==> config.mk <==
export PLATFORM = sky130hd
export DESIGN_NAME = z80_bus_unit
export DESIGN_NICKNAME = d
export VERILOG_FILES = /design/src/design/z80_bus_pkg.sv /design/src/design/z80_cycle_pkg.sv /design/src/design/bus_cycle_if.sv /design/src/design/opcode_fetch.sv /design/src/design/mem_rd_wr.sv /design/src/design/io_rd_wr.sv /design/src/design/mcycle_ctrl.sv /design/src/design/z80_bus_unit.sv
export SDC_FILE = /design/constraint.sdc
export NUM_CORES = 1
export LEC_CHECK = 0
export BUFFER_PORTS_ARGS = -buffer_cell sky130_fd_sc_hd__buf_4
export CAP_MARGIN = 40
export CORE_MARGIN = 2
export CORE_UTILIZATION = 50
export CTS_BUF_LIST = sky130_fd_sc_hd__clkbuf_8 sky130_fd_sc_hd__clkbuf_16
export DETAILED_ROUTE_END_ITERATION = 7
export GPL_TIMING_DRIVEN = 0
export PLACE_DENSITY = 0.85
export SETUP_SLACK_MARGIN = 0.02
export SYNTH_ARGS = -nofsm -noshare
export SYNTH_HDL_FRONTEND = slang
export SYNTH_SLANG_ARGS = --single-unit
==> constraint.sdc <==
create_clock -name clk -period 2.6 [get_ports clk]
set_input_delay 0.52 -clock clk [delete_from_list [all_inputs] [get_ports clk]]
set_output_delay 0.52 -clock clk [all_outputs]
set_load 0.02 [all_outputs]
==> src/design/z80_bus_pkg.sv <==
`default_nettype none

package z80_bus_pkg;

    typedef logic [15:0] addr_t;
    typedef logic [7:0] data_t;

    // every Z80 bus strobe is active low
    typedef logic strobe_n_t;

    localparam strobe_n_t strobe_on = 1'b0;
    localparam strobe_n_t strobe_off = 1'b1;

endpackage

`default_nettype wire

==> src/design/z80_cycle_pkg.sv <==
`default_nettype none

package z80_cycle_pkg;

    typedef enum logic [2:0] {
        cyc_none,
        cyc_m1,
        cyc_mem,
        cyc_io,
        cyc_internal,
        cyc_extended
    } mcycle_kind_t;

    // zero means the engine is not running a cycle
    typedef logic [2:0] tstate_t;

    localparam tstate_t tstate_idle = 3'd0;
    localparam tstate_t tstate_t1 = 3'd1;
    localparam tstate_t tstate_max = 3'd7;

    // stretched cycles stop counting at the top T-state instead of wrapping to idle
    function automatic tstate_t tstate_step(tstate_t t);
        return (t == tstate_max) ? t : tstate_t'(t + 1'b1);
    endfunction

    // one T-state of a counted cycle that waits in sample and ends in last
    function automatic tstate_t tstate_next(tstate_t t, tstate_t last, tstate_t sample,
                                            logic wait_n, logic extend);
        if (t == tstate_idle) begin
            return tstate_idle;
        end
        if (t >= last) begin
            return extend ? tstate_step(t) : tstate_idle;
        end
        if (t == sample && !wait_n) begin
            return t;
        end
        return tstate_step(t);
    endfunction

endpackage

`default_nettype wire

==> src/design/bus_cycle_if.sv <==
`default_nettype none

interface bus_cycle_if
    import z80_bus_pkg::*, z80_cycle_pkg::*;
();

    addr_t     addr;
    strobe_n_t mreq_n;
    strobe_n_t iorq_n;
    strobe_n_t rd_n;
    strobe_n_t wr_n;
    strobe_n_t m1_n;
    strobe_n_t rfsh_n;
    data_t     d_out;
    logic      d_out_en;
    data_t     rdata;
    tstate_t   tstate;
    logic      extra;
    logic      done;

    modport engine (
        output addr, mreq_n, iorq_n, rd_n, wr_n, m1_n, rfsh_n,
        output d_out, d_out_en, rdata, tstate, extra, done
    );

    modport ctrl (
        input addr, mreq_n, iorq_n, rd_n, wr_n, m1_n, rfsh_n,
        input d_out, d_out_en, rdata, tstate, extra, done
    );

endinterface

`default_nettype wire

==> src/design/opcode_fetch.sv <==
`default_nettype none

module opcode_fetch
    import z80_bus_pkg::*, z80_cycle_pkg::*;
(
    input  logic        clk,
    input  logic        reset,
    input  logic        activate,
    input  addr_t       pc,
    input  addr_t       refresh_addr,
    input  data_t       d_in,
    input  logic        wait_n,
    input  logic        extend_cycle,
    bus_cycle_if.engine bus
);

    typedef enum logic [2:0] {
        st_idle,
        st_t1,
        st_t2,
        st_t3,
        st_t4,
        st_extra
    } fetch_state_t;

    fetch_state_t state;
    fetch_state_t state_next;
    tstate_t      tstate_q;
    data_t        opcode_q;
    logic         fetch;
    logic         refresh;

    always_comb begin
        state_next = state;
        case (state)
            st_t1: state_next = st_t2;
            st_t2: state_next = wait_n ? st_t3 : st_t2;
            st_t3: state_next = st_t4;
            st_t4, st_extra: state_next = extend_cycle ? st_extra : st_idle;
            default: state_next = st_idle;
        endcase
    end

    // the T-state number follows the FSM and keeps climbing while stretched
    always_ff @(posedge clk) begin
        if (reset) begin
            state <= st_idle;
            tstate_q <= tstate_idle;
        end else if (activate) begin
            state <= st_t1;
            tstate_q <= tstate_t1;
        end else begin
            state <= state_next;
            if (state_next == st_idle) begin
                tstate_q <= tstate_idle;
            end else if (state_next != state || state == st_extra) begin
                tstate_q <= tstate_step(tstate_q);
            end
        end
    end

    always_ff @(posedge clk) begin
        if (state == st_t2 && wait_n) begin
            opcode_q <= d_in;
        end
    end

    assign fetch = state == st_t1 || state == st_t2;
    assign refresh = state == st_t3 || state == st_t4;

    assign bus.addr     = fetch ? pc : (refresh ? refresh_addr : '0);
    assign bus.m1_n     = fetch ? strobe_on : strobe_off;
    assign bus.rd_n     = fetch ? strobe_on : strobe_off;
    assign bus.mreq_n   = (fetch || refresh) ? strobe_on : strobe_off;
    assign bus.rfsh_n   = refresh ? strobe_on : strobe_off;
    assign bus.iorq_n   = strobe_off;
    assign bus.wr_n     = strobe_off;
    assign bus.d_out    = '0;
    assign bus.d_out_en = 1'b0;
    assign bus.rdata    = opcode_q;
    assign bus.tstate   = tstate_q;
    assign bus.extra    = state == st_extra;
    assign bus.done     = state == st_t4 || state == st_extra;

    // a refresh address on the bus must never be read as an opcode
    assert property (@(posedge clk) disable iff (reset)
        !(bus.rfsh_n == strobe_on && bus.rd_n == strobe_on));

endmodule

`default_nettype wire

==> src/design/mem_rd_wr.sv <==
`default_nettype none

module mem_rd_wr
    import z80_bus_pkg::*, z80_cycle_pkg::*;
(
    input  logic        clk,
    input  logic        reset,
    input  logic        activate,
    input  addr_t       pc,
    input  data_t       d_in,
    input  data_t       wdata,
    input  logic        rd,
    input  logic        wr,
    input  logic        wait_n,
    input  logic        extend_cycle,
    bus_cycle_if.engine bus
);

    localparam tstate_t mem_sample = 3'd2;
    localparam tstate_t mem_last = 3'd3;

    tstate_t tstate_q;
    data_t   rdata_q;
    logic    active;

    always_ff @(posedge clk) begin
        if (reset) begin
            tstate_q <= tstate_idle;
        end else if (activate) begin
            tstate_q <= tstate_t1;
        end else begin
            tstate_q <= tstate_next(tstate_q, mem_last, mem_sample, wait_n, extend_cycle);
        end
    end

    // capture on the edge that leaves T2, once the wait states are over
    always_ff @(posedge clk) begin
        if (tstate_q == mem_sample && wait_n) begin
            rdata_q <= d_in;
        end
    end

    // T-states past T3 only stretch the cycle, so the bus is released there
    assign active = tstate_q != tstate_idle && tstate_q <= mem_last;

    assign bus.addr     = active ? pc : '0;
    assign bus.mreq_n   = active ? strobe_on : strobe_off;
    assign bus.rd_n     = (active && rd) ? strobe_on : strobe_off;
    assign bus.wr_n     = (active && wr && tstate_q >= 3'd2) ? strobe_on : strobe_off;
    assign bus.iorq_n   = strobe_off;
    assign bus.m1_n     = strobe_off;
    assign bus.rfsh_n   = strobe_off;
    assign bus.d_out    = wdata;
    assign bus.d_out_en = active && wr;
    assign bus.rdata    = rdata_q;
    assign bus.tstate   = tstate_q;
    assign bus.extra    = tstate_q > mem_last;
    assign bus.done     = tstate_q >= mem_last;

    assert property (@(posedge clk) disable iff (reset) activate |-> !(rd && wr));

endmodule

`default_nettype wire

==> src/design/io_rd_wr.sv <==
`default_nettype none

module io_rd_wr
    import z80_bus_pkg::*, z80_cycle_pkg::*;
#(
    parameter int io_wait_states = 1
) (
    input  logic        clk,
    input  logic        reset,
    input  logic        activate,
    input  addr_t       pc,
    input  data_t       d_in,
    input  data_t       wdata,
    input  logic        rd,
    input  logic        wr,
    input  logic        wait_n,
    input  logic        extend_cycle,
    bus_cycle_if.engine bus
);

    // wait_n is looked at only in the last automatic Tw, or in T2 when there is none
    localparam tstate_t io_sample = tstate_t'(2 + io_wait_states);
    localparam tstate_t io_last = tstate_t'(3 + io_wait_states);

    tstate_t tstate_q;
    data_t   rdata_q;
    logic    active;
    logic    io_strobe;

    always_ff @(posedge clk) begin
        if (reset) begin
            tstate_q <= tstate_idle;
        end else if (activate) begin
            tstate_q <= tstate_t1;
        end else begin
            tstate_q <= tstate_next(tstate_q, io_last, io_sample, wait_n, extend_cycle);
        end
    end

    always_ff @(posedge clk) begin
        if (tstate_q == io_sample && wait_n) begin
            rdata_q <= d_in;
        end
    end

    assign active = tstate_q != tstate_idle && tstate_q <= io_last;
    assign io_strobe = active && tstate_q >= 3'd2;

    assign bus.addr     = active ? pc : '0;
    assign bus.iorq_n   = io_strobe ? strobe_on : strobe_off;
    assign bus.rd_n     = (io_strobe && rd) ? strobe_on : strobe_off;
    assign bus.wr_n     = (io_strobe && wr) ? strobe_on : strobe_off;
    assign bus.mreq_n   = strobe_off;
    assign bus.m1_n     = strobe_off;
    assign bus.rfsh_n   = strobe_off;
    assign bus.d_out    = wdata;
    assign bus.d_out_en = active && wr;
    assign bus.rdata    = rdata_q;
    assign bus.tstate   = tstate_q;
    assign bus.extra    = tstate_q > io_last;
    assign bus.done     = tstate_q >= io_last;

    // the port address gets a full T-state to settle before iorq_n falls
    assert property (@(posedge clk) disable iff (reset) activate |=> bus.iorq_n == strobe_off);

endmodule

`default_nettype wire

==> src/design/mcycle_ctrl.sv <==
`default_nettype none

module mcycle_ctrl
    import z80_bus_pkg::*, z80_cycle_pkg::*;
#(
    parameter int io_wait_states = 1
) (
    input  logic         clk,
    input  logic         reset,
    input  addr_t        pc,
    input  addr_t        refresh_addr,
    input  data_t        d_in,
    input  data_t        wdata,
    input  logic         rd,
    input  logic         wr,
    input  logic         wait_n,
    input  logic         extend_cycle,
    input  mcycle_kind_t cycle,
    output addr_t        addr,
    output strobe_n_t    mreq_n,
    output strobe_n_t    iorq_n,
    output strobe_n_t    rd_n,
    output strobe_n_t    wr_n,
    output strobe_n_t    m1_n,
    output strobe_n_t    rfsh_n,
    output data_t        d_out,
    output logic         d_out_en,
    output data_t        rdata,
    output mcycle_kind_t mcycle,
    output tstate_t      tstate,
    output logic         extra_tstate,
    output logic         done
);

    bus_cycle_if m1_bus ();
    bus_cycle_if mem_bus ();
    bus_cycle_if io_bus ();

    tstate_t int_tstate;
    tstate_t ext_tstate;
    logic    sel_m1;
    logic    sel_mem;
    logic    sel_io;
    logic    sel_int;
    logic    sel_ext;
    logic    eng_done;

    // a new cycle is taken on the same edge that ends the current one
    opcode_fetch u_m1 (.*, .activate(done && cycle == cyc_m1), .bus(m1_bus));
    mem_rd_wr u_mem (.*, .activate(done && cycle == cyc_mem), .bus(mem_bus));
    io_rd_wr #(
        .io_wait_states(io_wait_states)
    ) u_io (.*, .activate(done && cycle == cyc_io), .bus(io_bus));

    // internal and extended cycles put nothing on the bus and never wait
    always_ff @(posedge clk) begin
        if (reset) begin
            int_tstate <= tstate_idle;
            ext_tstate <= tstate_idle;
        end else begin
            int_tstate <= (done && cycle == cyc_internal) ? tstate_t1
                : tstate_next(int_tstate, tstate_t1, tstate_idle, 1'b1, extend_cycle);
            ext_tstate <= (done && cycle == cyc_extended) ? tstate_t1
                : tstate_next(ext_tstate, tstate_t1, tstate_idle, 1'b1, extend_cycle);
        end
    end

    assign sel_m1 = m1_bus.tstate != tstate_idle;
    assign sel_mem = mem_bus.tstate != tstate_idle;
    assign sel_io = io_bus.tstate != tstate_idle;
    assign sel_int = int_tstate != tstate_idle;
    assign sel_ext = ext_tstate != tstate_idle;

    assign mcycle = sel_m1 ? cyc_m1 : sel_mem ? cyc_mem : sel_io ? cyc_io :
                    sel_int ? cyc_internal : sel_ext ? cyc_extended : cyc_none;

    assign addr     = sel_m1 ? m1_bus.addr : sel_mem ? mem_bus.addr :
                      sel_io ? io_bus.addr : '0;
    assign mreq_n   = sel_m1 ? m1_bus.mreq_n : sel_mem ? mem_bus.mreq_n :
                      sel_io ? io_bus.mreq_n : strobe_off;
    assign iorq_n   = sel_m1 ? m1_bus.iorq_n : sel_mem ? mem_bus.iorq_n :
                      sel_io ? io_bus.iorq_n : strobe_off;
    assign rd_n     = sel_m1 ? m1_bus.rd_n : sel_mem ? mem_bus.rd_n :
                      sel_io ? io_bus.rd_n : strobe_off;
    assign wr_n     = sel_m1 ? m1_bus.wr_n : sel_mem ? mem_bus.wr_n :
                      sel_io ? io_bus.wr_n : strobe_off;
    assign m1_n     = sel_m1 ? m1_bus.m1_n : sel_mem ? mem_bus.m1_n :
                      sel_io ? io_bus.m1_n : strobe_off;
    assign rfsh_n   = sel_m1 ? m1_bus.rfsh_n : sel_mem ? mem_bus.rfsh_n :
                      sel_io ? io_bus.rfsh_n : strobe_off;
    assign d_out    = sel_m1 ? m1_bus.d_out : sel_mem ? mem_bus.d_out :
                      sel_io ? io_bus.d_out : '0;
    assign d_out_en = sel_m1 ? m1_bus.d_out_en : sel_mem ? mem_bus.d_out_en :
                      sel_io ? io_bus.d_out_en : 1'b0;
    assign rdata    = sel_m1 ? m1_bus.rdata : sel_mem ? mem_bus.rdata :
                      sel_io ? io_bus.rdata : '0;

    // at most one of the two local counters is ever nonzero
    assign tstate = sel_m1 ? m1_bus.tstate : sel_mem ? mem_bus.tstate :
                    sel_io ? io_bus.tstate : int_tstate | ext_tstate;
    assign extra_tstate = sel_m1 ? m1_bus.extra : sel_mem ? mem_bus.extra :
                          sel_io ? io_bus.extra :
                          (int_tstate > tstate_t1) || (ext_tstate > tstate_t1);
    assign eng_done = sel_m1 ? m1_bus.done : sel_mem ? mem_bus.done :
                      sel_io ? io_bus.done : sel_int || sel_ext;

    // an idle unit is always ready for the next request
    assign done = (mcycle == cyc_none) || (eng_done && !extend_cycle);

    assert property (@(posedge clk) disable iff (reset)
        $onehot0({sel_m1, sel_mem, sel_io, sel_int, sel_ext}));

endmodule

`default_nettype wire

==> src/design/z80_bus_unit.sv <==
`default_nettype none

module z80_bus_unit
    import z80_bus_pkg::*, z80_cycle_pkg::*;
#(
    parameter int io_wait_states = 1
) (
    input  logic         clk,
    input  logic         reset,
    input  addr_t        pc,
    input  addr_t        refresh_addr,
    input  data_t        d_in,
    input  data_t        wdata,
    input  logic         rd,
    input  logic         wr,
    input  logic         wait_n,
    input  logic         extend_cycle,
    input  mcycle_kind_t cycle,
    output addr_t        addr,
    output strobe_n_t    mreq_n,
    output strobe_n_t    iorq_n,
    output strobe_n_t    rd_n,
    output strobe_n_t    wr_n,
    output strobe_n_t    m1_n,
    output strobe_n_t    rfsh_n,
    output data_t        d_out,
    output logic         d_out_en,
    output data_t        rdata,
    output mcycle_kind_t mcycle,
    output tstate_t      tstate,
    output logic         extra_tstate,
    output logic         done
);

    mcycle_ctrl #(
        .io_wait_states(io_wait_states)
    ) u_ctrl (.*);

endmodule

`default_nettype wire

==> flow_metrics.py <==
metrics = {
    "run_status": {
        "status": "finished clean",
    },
    "yosys": {
        "ys_dominant_reg_cell": "edfxtp_1",
        "yosys.area_share.xor_xnor_pct": 0.951,
        "syn_area_sq_um": 2760,
        "synth_seq_cells": 42,
        "synth_edf_count": 24,
        "ys_seq_area_share_pct": 39.1,
        "synth-simple-area-share_pct": 24.9,
        "netlist_instances": 316,
        "synth_nets": 388,
        "ys.warnings.count": 0,
        "async_flop_share_pct": 0,
        "synth_cell_type_count": 49,
        "syn_avg_cell_area_sq_um": 8.75,
        "synth_mux_area_share_pct": 1.81,
        "synth_top_family_by_area": "simple AND/OR/NAND/NOR gates",
        "synth_fa_ha_area_share_pct": 6.79,
        "synth_compound_area_share_pct": 21.5,
    },
    "place": {
        "hpwl_mm": 6.13,
        "placed_cell_area_sq_um": 3620,
        "dp_slack_ns": -0.356,
        "numPortBuffers": 101,
        "gp_congestion": 0.902,
    },
    "power": {
        "ir_drop_v": 0.000443,
        "clkPwrFrac_pct": 14.5,
        "power.net_switching_w": 0.00130,
        "internal_power_w": 0.00180,
        "pwr-share-seq_pct": 24.4,
        "p_total_w": 0.00310,
        "p_per_area_nw_per_um2": 713,
        "comb_power_share_pct": 61.1,
        "swShare_pct": 41.9,
        "leakage_nw": 1.82,
    },
    "sta": {
        "fin_ws_ns": 0.0195,
        "max_freq_ghz": 0.388,
        "skew_ns": 0.0137,
        "relSlewSlack_pct": 40.1,
        "hold_violations": 0,
        "fin_crit_sh_pct": 99.2,
        "fin_tns_setup_ns": 0,
        "setup_violations": 0,
        "grt_setup_unrepaired": "yes",
        "period_needed_ns": 2.58,
        "drv_slew": 0,
        "tightest_slew_ns": 0.895,
    },
    "hold_path": {
        "hold_class": "input pin to register",
        "holdPathStages": 1,
    },
    "drt": {
        "dr.pass1.iters": 5,
        "vias_per_cell": 6.02,
        "drt_iter0_drc": 257,
        "wirelength_mm": 9.94,
        "drcViolationCount": 0,
        "wl_per_cell_microns": 18.9,
        "ant_nets": 0,
        "vias": 3170,
    },
    "finish": {
        "nNetsFinal": 526,
        "synthToLayoutAreaGrowth_pct": 57.4,
        "drive_above_1_share_pct": 49.0,
        "final_area_sq_um": 4350,
        "mostFrequentLayoutCells": "buf_4, nor2_1, edfxtp_1",
        "diodes": 0,
        "final_common_cell": "buf_4",
        "final_util_pct": 80.5,
    },
    "critical_path": {
        "required_ns": 2.08,
        "worstSetupPathType": "register to output port",
        "slowest_stage": "or3b_2",
        "critPathArrivalTime_ns": 2.06,
        "r2r.worst_path.cells": 7,
        "cp_max_fo": 8,
        "endpoint_kind": "output port",
        "cp-start-kind": "register",
        "worstPathCellList": "buf_4 -> or3b_2 -> a21o_1 -> nand2_2 -> nor2_4 -> buf_8 -> nor2_2 -> buf_6",
        "critPathMaxStageDelay_ns": 0.45,
    },
    "global_route": {
        "grt_usage_pct": 27.8,
        "grt_pass1_wl_mm": 13.4,
        "grt_max_degree": 16,
        "antenna_found_initial": 0,
        "grt-ovfl-total": 0,
        "grt_pass1_vias": 2809,
    },
    "floorplanning": {
        "dieWidth_microns": 78.4,
        "die_y_microns": 78.4,
        "dieArea_sq_um": 6140,
        "core_sq_um": 5410,
        "start_util_pct": 51.1,
        "ios": 104,
        "row_count": 27,
    },
    "clock_network": {
        "clock-sinks": 42,
        "cts_max_path_buffers": 2,
        "root_buffer": "clkbuf_8",
        "clkSlewWorstSetupHoldPaths_ns": 0.10,
        "hold_buffers": 0,
        "clock_latency_ns": 0.31,
        "cts_max_level": 2,
        "cts_buffers": 5,
        "cts_tree": "done",
    },
    "run": {
        "cap_violations": 0,
    },
}
-- worst paths after layout --
check	startpoint	endpoint	slack [ns]
worst min register to register	u_ctrl.u_m1.bus.tstate[2]	u_ctrl.u_m1.bus.tstate[2]	0.59
worst max register to register	u_ctrl.u_mem.bus.tstate[1]	u_ctrl.u_io.bus.tstate[1]	0.46
worst max-delay path	u_ctrl.u_io.bus.tstate[0]	addr[3]	0.02
worst min-delay path	d_in[5]	u_ctrl.u_mem.bus.rdata[5]	0.40
-- Yosys cell counts (all sizes together), types with 2 or more instances --
cell type  number  share of area (%)
a211oi          7                1.9
a21oi          14                2.5
a221oi          9                2.9
a22oi          16                4.3
a311oi          2               0.63
a31oi           4               0.91
and2           10                2.4
and2b           2               0.54
and3            2               0.45
buf             2               0.81
clkbuf         14                1.9
dfxtp          18                 13
edfxtp         24                 26
ha             15                6.8
inv            16                2.2
mux2i           5                1.8
nand2          19                2.6
nand2b          7                1.6
nand3           4               0.72
nand3b          3               0.81
nor2           58                7.9
nor2b           4               0.91
nor3            5               0.91
nor3b           5                1.4
nor4            6                1.4
o21a            2               0.54
o21ai          12                2.2
o21bai          2               0.54
o31ai           4                1.1
o32ai           2                1.2
or2             2               0.45
or3             2               0.45
or3b            3               0.95
or4             2               0.68
xnor2           2               0.63
-- critical path: cells and delay by family (launching register included) --
family / cells / cell delay, ns
buffers and inverters: 3 / 0.40
AO/OA/AOI/OAI: 1 / 0.22
AND/OR/NAND/NOR: 4 / 0.76
flip-flops: 1 / 0.36
-- registers in the layout (all words and copies together), names as in the netlist --
register,flops
u_ctrl.u_m1.bus.tstate,3
u_ctrl.u_m1.state,3
u_ctrl.u_io.bus.tstate,3
u_ctrl.u_m1.bus.rdata,8
u_ctrl.u_mem.bus.tstate,3
u_ctrl.u_mem.bus.rdata,8
u_ctrl.int_tstate,3
u_ctrl.u_io.bus.rdata,8
u_ctrl.ext_tstate,3
-- power by group through the flow --
stage | Clock, W | Sequential, W | Combinational (W)
finish | 0.000450 | 0.000756 | 0.00189
global route | 0.000479 | 0.000758 | 0.00199
CTS | 0.000452 | 0.000753 | 0.00157
detailed placement | 0 | 0.000772 | 0.00138
global placement | 0 | 0.000770 | 0.00136
floorplan | 0 | 0.000764 | 0.000838
-- logic make-up after synthesis --
logic type,count (synthesis)
buffers and inverters,32
multiplexers,5
AO/OA/AOI/OAI,83
XOR/XNOR,3
adder cells (fa/ha/maj),15
AND/OR/NAND/NOR,136
flip-flops,42
-- through the flow --
step	hold slack, ns	instances
floorplan	0.519	316
CTS	0.398	516
global route	0.396	527
global placement	0.534	489
finish	0.405	527
detailed placement	0.563	490
-- routing by layer --
layer	global-route usage, %	share of wire (%)	wire length (microns)
met1	31.6	37	3650
met2	51.5	51	5120
met3	5.40	8.6	856
met4	10.4	3.2	314
met5	0	0	0
-- area by class of cell --
cell class | count | area [sq um]
flip-flops and latches | 42 | 1110
multi-input cells | 242 | 1830
fillers | 299 | 1060
clock inverters | 3 | 25.0
inverters | 16 | 72.6
clock buffers | 5 | 68.8
well taps | 72 | 90.1
repair buffers | 132 | 1040
plain buffers | 15 | 116
-- what timing repair did --
action                                 in CTS  in global routing
pin swaps                                   4                 13
endpoints found under the hold margin       0                  0
gates cloned                                0                  1
resized for setup                          58                 73
setup endpoints to repair                  43                 32
setup buffers                              19                 10
(Power assumes the default switching activity.)
